==> src/rtl/fetch_pkg.sv <==
// ############################
// Sizes and types of the uncacheable fetch path
// One fixed line width and word width are supported
// LINE_W must hold a power-of-two number of fetch words
// ############################

`default_nettype none

package fetch_pkg;

  localparam int NUM_PORTS = 2;
  localparam int ADDR_W = 32;
  localparam int FETCH_DW = 32;
  localparam int LINE_W = 128;
  localparam int LINE_ALIGN = 4;
  localparam int FETCH_ALIGN = 2;
  localparam int WORD_SEL_W = LINE_ALIGN - FETCH_ALIGN;
  localparam int PENDING_DEPTH = 4;
  localparam int PENDING_PTR_W = $clog2(PENDING_DEPTH);
  localparam int PENDING_CNT_W = PENDING_PTR_W + 1;
  localparam int PORT_IDX_W = (NUM_PORTS > 1) ? $clog2(NUM_PORTS) : 1;

  typedef logic [ADDR_W-1:0] addr_t;
  typedef logic [FETCH_DW-1:0] word_t;
  typedef logic [LINE_W-1:0] line_t;
  typedef logic [NUM_PORTS-1:0] port_mask_t;
  typedef logic [PORT_IDX_W-1:0] port_idx_t;
  typedef logic [WORD_SEL_W-1:0] word_sel_t;
  typedef logic [PENDING_PTR_W-1:0] pending_ptr_t;
  typedef logic [PENDING_CNT_W-1:0] pending_cnt_t;

  typedef enum logic [1:0] {
    Idle,
    Request,
    WaitResponse,
    PresentResponse
  } port_state_e;

  typedef struct packed {
    word_t data;
    logic  error;
  } fetch_rsp_t;

  typedef struct packed {
    line_t data;
    logic  error;
  } line_rsp_t;

endpackage

`default_nettype wire

==> src/rtl/refill_tracker.sv <==
// ############################
// In-order owner record for line refills in flight
// Memory must answer in request order
// At most PENDING_DEPTH refills are outstanding
// ############################

`timescale 1ns/1ps
`default_nettype none

module refill_tracker (
  input  logic                  clk_i,
  input  logic                  reset_i,
  input  fetch_pkg::port_mask_t push_i,
  input  logic                  mem_rsp_valid_i,
  output logic                  full_o,
  output fetch_pkg::port_mask_t rsp_strobe_o
);

  fetch_pkg::port_mask_t  owner_mem [fetch_pkg::PENDING_DEPTH];
  fetch_pkg::pending_ptr_t wr_ptr_q;
  fetch_pkg::pending_ptr_t rd_ptr_q;
  fetch_pkg::pending_cnt_t count_q;
  logic                   push;
  logic                   pop;

  // Every grant starts a refill owned by the granted port
  assign push = |push_i;
  assign pop = mem_rsp_valid_i;

  assign full_o = (count_q == fetch_pkg::pending_cnt_t'(fetch_pkg::PENDING_DEPTH));

  // The oldest owner takes the line that comes back now
  assign rsp_strobe_o = mem_rsp_valid_i ? owner_mem[rd_ptr_q] : '0;

  always_ff @(posedge clk_i) begin
    if (push) begin
      owner_mem[wr_ptr_q] <= push_i;
    end
  end

  always_ff @(posedge clk_i) begin
    if (reset_i) begin
      wr_ptr_q <= '0;
      rd_ptr_q <= '0;
      count_q  <= '0;
    end else begin
      if (push) begin
        wr_ptr_q <= wr_ptr_q + 1'b1;
      end
      if (pop) begin
        rd_ptr_q <= rd_ptr_q + 1'b1;
      end
      unique case ({push, pop})
        2'b10:   count_q <= count_q + 1'b1;
        2'b01:   count_q <= count_q - 1'b1;
        default: count_q <= count_q;
      endcase
    end
  end

  // Memory never answers more requests than were sent
  a_no_rsp_when_empty : assert property (
    @(posedge clk_i) disable iff (reset_i)
    mem_rsp_valid_i |-> (count_q != '0)
  );

  // Ports withdraw their requests while the record is full
  a_no_push_when_full : assert property (
    @(posedge clk_i) disable iff (reset_i)
    push |-> !full_o
  );

endmodule

`default_nettype wire

==> config.mk <==
export PLATFORM = sky130hd
export DESIGN_NAME = refill_tracker
export DESIGN_NICKNAME = d
export VERILOG_FILES = /design/src/rtl/fetch_pkg.sv /design/src/rtl/refill_tracker.sv
export SDC_FILE = /design/constraint.sdc
export NUM_CORES = 1
export LEC_CHECK = 0
export ABC_AREA = 1
export BUFFER_PORTS_ARGS = -buffer_cell sky130_fd_sc_hd__buf_2
export CORE_MARGIN = 2
export CORE_UTILIZATION = 25
export DETAILED_ROUTE_END_ITERATION = 7
export PLACE_DENSITY = 0.51
export SYNTH_ARGS = -nofsm -noshare
export SYNTH_HDL_FRONTEND = slang
export SYNTH_SLANG_ARGS = --single-unit
==> constraint.sdc <==
create_clock -name clk_i -period 1.41 [get_ports clk_i]
set_input_delay 0.2115 -clock clk_i [delete_from_list [all_inputs] [get_ports clk_i]]
set_output_delay 0.2115 -clock clk_i [all_outputs]
set_load 0.01 [all_outputs]
==> impl_metrics.py <==
metrics = {
    "run_status": {
        "status": "finished clean",
    },
    "cts": {
        "h-tree-depth": 1,
        "cts_root_buf": "clkbuf_4",
        "clk_path_buf_depth": 2,
        "clock_latency_ns": 0.28,
        "cts_hold_buf": 0,
        "post_cts_buffers": 0,
        "cts_made_buffers": 3,
        "clock_sinks": 17,
        "clkSlewWorstSetupHoldPaths_ns": 0.09,
        "cts_tree": "built",
    },
    "drt": {
        "drc": 0,
        "routed-via-count": 584,
        "wl_mm": 1.25,
        "drtPass1Iterations": 4,
        "vias_per_cell": 4.26,
        "avgRoutedWirePerCell_um": 9.15,
        "ant_nets": 0,
        "drt_iter0_markers": 18,
    },
    "layout": {
        "synthToLayoutAreaGrowth_pct": 19.7,
        "layout.nets": 116,
        "antenna_cells": 0,
        "layoutNonFillerInstCount": 137,
        "fillers": 326,
        "layout-drive-gt1-share_pct": 20.2,
    },
    "sta": {
        "fin_worst_skew_ns": 0.00176,
        "timing_hold_violations_final": 0,
        "timing.final.crit_share_pct": 93.4,
        "tns_ns": 0,
        "finalCriticalPeriod_ns": 1.32,
        "setup_viol": 0,
        "maxSlewHeadroom_pct": 86.0,
        "fin_hold_ws_ns": 0.0912,
        "rsz0062_at_grt": "yes",
        "worst_pin_slew_ns": 0.208,
        "drv_slew": 0,
        "clock.fmax_ghz": 0.759,
        "finalWorstSetupSlack_ns": 0.0925,
    },
    "grt": {
        "grt_start_max_net_pins": 10,
        "grt_pass1_vias": 524,
        "grt_overflow_total": 0,
        "grt_pass1_wl_mm": 2.14,
        "track_usage_pct": 8.29,
        "antenna_found_initial": 0,
    },
    "critical_path": {
        "r2r_slack_ns": 0.16,
        "worst-r2r-cell-count": 6,
        "cp-end-kind": "output port",
        "timing.rr.end": "count_q[2]",
        "critPathMaxStageDelay_ns": 0.39,
        "startpoint_type": "flip-flop",
        "path_class": "flip-flop to output port",
        "cp.required_ns": 1.20,
        "crit_arrival_ns": 1.11,
        "timing.rr.start": "count_q[0]",
        "crit_chain": "inv_4, nand2_1, nand3_2, a21oi_2, buf_2",
        "path_max_fanout": 5,
        "critPathSlowestCell": "dfxtp_4",
    },
    "min_path": {
        "hold_class": "primary input to flip-flop",
        "min_from": "reset_i",
        "min_to": "wr_ptr_q[0]",
        "hold_depth": 2,
    },
    "floorplanning": {
        "io_pins": 8,
        "die_y_um": 59.9,
        "core-area_mm2": 0.00300,
        "fp.dieArea_mm2": 0.00359,
        "initial_core_util_pct": 26.0,
        "row_count": 20,
        "die_w_um": 59.9,
    },
    "logic_synthesis": {
        "synth.avg_cell_area_um2": 8.89,
        "synthCells": 88,
        "yosys_warnings": 0,
        "ys_seq_area_share_pct": 53.8,
        "synth.distinct_cells": 15,
        "syn_nets": 99,
        "ys_seq_elements": 17,
        "synth_area_um2": 782,
    },
    "placed_design": {
        "dp_hpwl_mm": 1.02,
        "dp_slack_ns": -0.00701,
        "dp.cells": 133,
        "routabilityCongestion": 0.686,
        "port_buffers": 7,
    },
    "power": {
        "cellPowerDensity_mw_per_mm2": 1040,
        "leakage_nw": 0.439,
        "peakVddDrop_mv": 0.270,
    },
    "flow_run": {
        "maxCapViolations": 0,
    },
}
==> cell usage in the layout (no fill, tap or decap), drive strengths merged <==
| cell type | Yosys | layout |
|---|---|---|
| inv | 18 | 18 |
| clkbuf | 0 | 4 |
| dfxtp | 9 | 9 |
| buf | 0 | 12 |
| ha | 5 | 5 |
| nor2 | 13 | 13 |
| fa | 1 | 1 |
| nand3 | 2 | 2 |
| nand4 | 1 | 1 |
| a21oi | 6 | 6 |
| edfxtp | 8 | 8 |
| o21ai | 6 | 6 |
| nor3b | 1 | 1 |
| nand2 | 18 | 18 |
==> routing by layer <==
layer / track usage (%) / up-vias / part of all wire (%)
met1: 9.76 / 262 / 47
met5: 0 / - / 0
li1: - / 309 / -
met3: 1.95 / 2 / 2.7
met2: 12.7 / 11 / 47
met4: 6.67 / 0 / 2.7
==> repair_timing <==
item	4_1_cts	5_1_grt
gates resized for setup	1	4
endpoints found under the setup margin	1	1
gates cloned	0	0
==> where the power goes <==
part	internal, W	switching [W]	leakage, nW	total (W)
sequential	0.000556	0.0000258	0.149	0.000582
clock	0.000110	0.000138	0.0150	0.000248
combinational	0.0000623	0.0000847	0.275	0.000147
total	0.000728	0.000249	0.439	0.000977
==> per-stage QoR <==
step	power (W)	utilization, %	cell area (um^2)
2_1_floorplan	0.000684	-	782
4_1_cts	0.000990	30.8	923
3_3_place_gp	0.000735	29.8	896
3_5_place_dp	0.000739	29.8	896
5_1_grt	0.00104	31.2	936
6_report	0.000977	31.2	936
==> kinds of logic after synthesis <==
logic type | count (synthesis) | share of synthesized area [%]
and+or+nand+nor | 35 | 18.9
buffers and inverters | 18 | 8.64
DFF | 17 | 53.8
AOI/OAI and AO/OA | 12 | 8.16
adders and majority gates | 6 | 10.6
==> cells in the mapped netlist <==
cell type	count	area share, %
nand2_1	18	8.6
inv_2	1	0.48
inv_1	17	8.2
a21oi_1	5	3.2
nand4_1	1	0.80
nor3b_1	1	0.96
dfxtp_1	9	23
edfxtp_1	8	31
a21oi_2	1	1.1
o21ai_0	6	3.8
nor2_1	12	5.8
nor2_4	1	1.4
ha_1	5	8.0
fa_1	1	2.6
nand3_1	2	1.3
==> worst max-delay path: cells and delay by family (launching register included) <==
kind,cells,cell delay (ns)
buf+inv,2,0.17
flops,1,0.39
compound gates,1,0.13
simple gates,2,0.14
==> worst max path at each step <==
stage	startpoint	to	slack (ns)	cells after the start
6_report	flip-flop	rsp_strobe_o[0]	0.09	5
5_1_grt	flip-flop	rsp_strobe_o[0]	-0.003	6
3_5_place_dp	push_i[1]	count_q[2]	-0.007	9
3_3_place_gp	push_i[1]	count_q[2]	0.02	9
2_1_floorplan	push_i[1]	count_q[1]	0.11	5
4_1_cts	flip-flop	rsp_strobe_o[0]	0.05	5
==> area by class of cell <==
cell class	instances	area, um^2	share of cell area, %
multi-input cells	53	302	32.2
repair buffers	12	72.6	7.75
flip-flops and latches	17	424	45.3
clock buffers	4	26.3	2.81
well taps	33	41.3	4.41
inverters	18	70.1	7.49
(Power assumes the default switching activity.)
