**src/rtl/fetch_pkg.sv**
```systemverilog
// ############################
// Sizes and types of the uncacheable fetch path
// One fixed line width and word width are supported
// LINE_W must hold a power-of-two number of fetch words
// ############################

`default_nettype none

package fetch_pkg;

  localparam int NUM_PORTS = 2;
  localparam int ADDR_W = 32;
  localparam int FETCH_DW = 32;
  localparam int LINE_W = 128;
  localparam int LINE_ALIGN = 4;
  localparam int FETCH_ALIGN = 2;
  localparam int WORD_SEL_W = LINE_ALIGN - FETCH_ALIGN;
  localparam int PENDING_DEPTH = 4;
  localparam int PENDING_PTR_W = $clog2(PENDING_DEPTH);
  localparam int PENDING_CNT_W = PENDING_PTR_W + 1;
  localparam int PORT_IDX_W = (NUM_PORTS > 1) ? $clog2(NUM_PORTS) : 1;

  typedef logic [ADDR_W-1:0] addr_t;
  typedef logic [FETCH_DW-1:0] word_t;
  typedef logic [LINE_W-1:0] line_t;
  typedef logic [NUM_PORTS-1:0] port_mask_t;
  typedef logic [PORT_IDX_W-1:0] port_idx_t;
  typedef logic [WORD_SEL_W-1:0] word_sel_t;
  typedef logic [PENDING_PTR_W-1:0] pending_ptr_t;
  typedef logic [PENDING_CNT_W-1:0] pending_cnt_t;

  typedef enum logic [1:0] {
    Idle,
    Request,
    WaitResponse,
    PresentResponse
  } port_state_e;

  typedef struct packed {
    word_t data;
    logic  error;
  } fetch_rsp_t;

  typedef struct packed {
    line_t data;
    logic  error;
  } line_rsp_t;

endpackage

`default_nettype wire

```
**src/rtl/fetch_port_fsm.sv**
```systemverilog
// ############################
// One fetch port of the bypass path
// The core must hold valid and address until ready
// Ready is a single-cycle pulse per fetch
// ############################

`timescale 1ns/1ps
`default_nettype none

module fetch_port_fsm (
  input  logic                  clk_i,
  input  logic                  reset_i,
  input  logic                  inst_valid_i,
  input  fetch_pkg::addr_t      inst_addr_i,
  input  logic                  pending_full_i,
  input  logic                  grant_i,
  input  logic                  rsp_strobe_i,
  input  fetch_pkg::line_rsp_t  mem_rsp_i,
  output logic                  req_o,
  output logic                  inst_ready_o,
  output fetch_pkg::fetch_rsp_t inst_rsp_o
);

  fetch_pkg::port_state_e state_q;
  fetch_pkg::port_state_e state_d;
  fetch_pkg::word_sel_t   word_sel;
  fetch_pkg::fetch_rsp_t  rsp_q;

  // Next state and the request towards the arbiter
  always_comb begin
    state_d = state_q;
    req_o = 1'b0;
    unique case (state_q)
      fetch_pkg::Idle: begin
        if (inst_valid_i) begin
          state_d = fetch_pkg::Request;
        end
      end
      fetch_pkg::Request: begin
        // Hold back while no slot is left for the returning line
        if (!pending_full_i) begin
          req_o = 1'b1;
          if (grant_i) begin
            state_d = fetch_pkg::WaitResponse;
          end
        end
      end
      fetch_pkg::WaitResponse: begin
        if (rsp_strobe_i) begin
          state_d = fetch_pkg::PresentResponse;
        end
      end
      fetch_pkg::PresentResponse: begin
        state_d = fetch_pkg::Idle;
      end
      default: begin
        state_d = fetch_pkg::Idle;
      end
    endcase
  end

  always_ff @(posedge clk_i) begin
    if (reset_i) begin
      state_q <= fetch_pkg::Idle;
    end else begin
      state_q <= state_d;
    end
  end

  // The address is still held by the core, so it picks the word out of the line
  assign word_sel = inst_addr_i[fetch_pkg::LINE_ALIGN-1:fetch_pkg::FETCH_ALIGN];

  // The word stays here until the next line for this port arrives
  always_ff @(posedge clk_i) begin
    if (rsp_strobe_i) begin
      rsp_q.data  <= mem_rsp_i.data[word_sel*fetch_pkg::FETCH_DW +: fetch_pkg::FETCH_DW];
      rsp_q.error <= mem_rsp_i.error;
    end
  end

  assign inst_ready_o = (state_q == fetch_pkg::PresentResponse);
  assign inst_rsp_o = rsp_q;

  // The arbiter only grants a port that is asking for a line
  a_grant_in_request : assert property (
    @(posedge clk_i) disable iff (reset_i)
    grant_i |-> (state_q == fetch_pkg::Request)
  );

  // The tracker only routes a line to a port that is waiting for one
  a_strobe_in_wait : assert property (
    @(posedge clk_i) disable iff (reset_i)
    rsp_strobe_i |-> (state_q == fetch_pkg::WaitResponse)
  );

endmodule

`default_nettype wire

```
**config.mk**
```make
export PLATFORM = sky130hd
export DESIGN_NAME = fetch_port_fsm
export DESIGN_NICKNAME = d
export VERILOG_FILES = /design/src/rtl/fetch_pkg.sv /design/src/rtl/fetch_port_fsm.sv
export SDC_FILE = /design/constraint.sdc
export NUM_CORES = 1
export LEC_CHECK = 0
export BUFFER_PORTS_ARGS = -buffer_cell sky130_fd_sc_hd__buf_2
export CAP_MARGIN = 20
export CORE_MARGIN = 4
export CORE_UTILIZATION = 39
export CTS_BUF_LIST = sky130_fd_sc_hd__clkbuf_16
export DETAILED_ROUTE_END_ITERATION = 8
export GPL_ROUTABILITY_DRIVEN = 0
export GPL_TIMING_DRIVEN = 0
export PLACE_DENSITY_LB_ADDON = 0.08
export SYNTH_ARGS = -nofsm -noshare
export SYNTH_HDL_FRONTEND = slang
export SYNTH_SLANG_ARGS = --single-unit
```
**constraint.sdc**
```tcl
create_clock -name clk_i -period 4.5 [get_ports clk_i]
set_clock_uncertainty 0.1 [all_clocks]
set_input_delay 0.45 -clock clk_i [delete_from_list [all_inputs] [get_ports clk_i]]
set_output_delay 0.45 -clock clk_i [all_outputs]
set_load 0.1 [all_outputs]
```
==> summary.txt <==
Pwr
  – LEAKAGE: 1.42 nW
  – VDD IR max: 0.267 mV
  – Power, Total: 1.21 mW
  – Sw Ratio: about two fifths
  – Clk pwr share: roughly a quarter
  – Power Dens Cells: 395 nW/um2
  – Internal power: 742 uW
  – Reg power frac: 34.7%
  – Reported net switching power: roughly 470 uW
  – Combinational Power Share: 39.5%

CTS
  – Clock Path Buffers: 2
  – Clock latency at the later pin of the worst-skew pair: between 200 and 300 ps
  – Clock-pin slew on the worst setup and hold paths: 50 ps
  – Setup bufs post-CTS: 0
  – CTS Hold Buffers Added: 0
  – CTS tree: yes
  – Clock Tree Root: clkbuf_16
  – Clock Sinks: 35
  – Total CTS buffers: 5
  – Gates resized, CTS repair: 0
  – H-tree levels: 2

STA
  – Final Hold Viols: 0
  – Slew Viols, Final: 0
  – Final Setup Violations: 0
  – Slew @ Worst Pin: 786 ps
  – Min Tclk post-route: roughly 2000 ps
  – Rel. slew slack: a little under half
  – RSZ-0062 raised after global routing: false
  – FMAX: 507 MHz
  – Final setup TNS: 0 ps
  – Crit share post-route: 43.8%

Status
  – Status: complete, no violations

Yosys
  – Post-Syn Instances: 92
  – Top area cells in the synthesized netlist: edfxtp_1 (50%), mux4_2 (34%), ha_1 (3.1%)
  – Most used DFF post-synth: edfxtp_1
  – Syn nets: 264
  – Post-synth EDFFs: 33
  – Flops & latches, synth: 35
  – Count leader, synth: edfxtp_1
  – Top cell type's share of synthesized area: 49.7%
  – Ys Warns: 0
  – Register area share after synthesis: 51.8%
  – Synth cell types: 14
  – Ys async rst share: 0%
  – Top cells by count, synth: edfxtp_1 (33), mux4_2 (30), ha_1 (5)
  – Yosys top cell by area: edfxtp_1
  – Cell Area, Synth: 1990 um2
  – Mean Syn Cell Area: 21.7 um2

Die
  – # IOs: 202
  – Die Ht: 79.5 um
  – Floorplan core area: 4850 um2
  – Initial Utilization: 41.1%
  – Die width: 79.5 um
  – Row cnt: 25
  – Die area: 6310 um2

Cells and area
  – Share of cells above drive strength 1: 78.5%
  – Multi-input gate area: 860 um2
  – # fillers: 386
  – Sequential standard cell area: 1030 um2
  – Ant. Diodes: 0
  – Fin cells: 337
  – Synthesis-to-finish area growth: 53.8%
  – Final nets: 441

Setup path
  – Crit start category: register
  – R2R depth: 4
  – Worst reg2reg endpoint: state_q[1]$_SDFFE_PP0P_
  – Critical-path top delay cell: buf_2
  – WS Path Type: reg -> out
  – CP Max Fanout: 4
  – Crit-path max cell delay: 430 ps
  – WP data required: 3950 ps
  – Reg2reg setup slack: 2900 ps
  – Critical path cell sequence: inv_1 -> ha_1 -> nor2b_1 -> buf_2
  – Worst r2r src: state_q[0]$_SDFFE_PP0P_
  – CP Data Arrival Time: 1420 ps
  – Endpoint class of the critical path: output port
  – Critical path origin: state_q[1]$_SDFFE_PP0P_

Detailed routing
  – WL/cell: 16.3 um
  – Vias: 1650
  – DRC Markers: 0
  – 1st-pass router iterations: 4
  – Iter 0 DRT Violations: 33
  – Total detailed-routing wirelength: around 5500 um
  – Final antenna-violating net count: 0
  – Vias/cell: between 4 and 5

Min path
  – HP Class: in -> reg
  – Hold path depth: 1
  – Hold Path End: inst_rsp_o[0]$_DFFE_PP_
  – Hold_sp: mem_rsp_i[0]

Run
  – Max_cap viols: 0

Global route
  – Vias in the first global route: 1679
  – First-pass GRT wire length: 7800 um
  – Initial antenna violation count: 0
  – GRT met3 Usage: 5.76%
  – M2 GR Usage: 32.9%
  – Global routing's busiest layer: met2
  – M1 GR Usage: 15.5%
  – Total global-route track usage: ~17%
  – Largest net degree at the start of global routing: 35
  – Total global routing overflow: 0

Place
  – IO buf count: 170
  – HPWL after detailed placement: 4680 um
  – Post-Place Cells: 329
## sequential cells by signal, indices dropped and copies added (netlist names)
name / cells
inst_rsp_o: 33
state_q: 2
## power groups by stage
stage	clock [mW]	sequential [mW]	combinational [mW]
2_1_floorplan	0	0.656	0.137
3_3_place_gp	0	0.425	0.476
3_5_place_dp	0	0.426	0.483
4_1_cts	0.319	0.420	0.484
5_1_grt	0.336	0.424	0.501
6_report	0.313	0.420	0.477
## layer usage
metal,vias up,wire length [um]
li1,759,-
met1,784,1640
met2,101,3070
met3,6,709
met4,0,61
met5,-,0
## metrics by stage
stage / utilization, % / hold slack [ps] / worst slack [ps] / cell area [um2]
after global routing: 63.2 / 257 / 2430 / 3060
after detailed placement: 60.4 / 413 / 2350 / 2930
after CTS: 63.2 / 255 / 2520 / 3060
final: 63.2 / 258 / 2530 / 3060
after global placement: 60.4 / 406 / 2380 / 2930
after floorplan: - / 381 / 2040 / 1990
## critical path: cells and delay by family (launching register included)
| family | cells | cell delay (ps) |
|---|---|---|
| buf+inv | 2 | 530 |
| simple gates | 1 | 120 |
| flops | 1 | 340 |
| fa+ha+maj | 1 | 170 |
## area by class of cell
cell class	instances	area share, %
buffer	7	2.82
timing repair buffer	170	27.8
inverter	4	0.490
clock buffer	5	4.08
multi-input combinational	46	28.1
tap	67	2.74
clock inverter	3	0.368
sequential	35	33.7
## kinds of logic after synthesis
kind of cell / Yosys count / share of synthesized area (%)
DFF: 35 / 51.8
adders and majority gates: 5 / 3.14
and+or+nand+nor: 5 / 1.57
AOI/OAI and AO/OA: 2 / 0.880
buffers and inverters: 11 / 5.09
muxes: 34 / 37.6
## worst max path at each step
stage / end / slack, ps / cells past startpoint
finish: req_o / 2530 / 4
global route: req_o / 2430 / 4
CTS: req_o / 2520 / 4
detailed placement: state_q[1]$_SDFFE_PP0P_ / 2350 / 4
global placement: state_q[0]$_SDFFE_PP0P_ / 2380 / 4
floorplan: req_o / 2040 / 3
## placed cells by master (no fill, tap or decap), types with 3 or more instances in the layout
| cell | instances |
|---|---|
| buf_12 | 3 |
| buf_2 | 173 |
| clkbuf_16 | 5 |
| edfxtp_1 | 33 |
| ha_1 | 5 |
| inv_1 | 5 |
| mux4_2 | 30 |
| nand2b_1 | 4 |
Note: power is estimated with default switching activity, not from simulation.
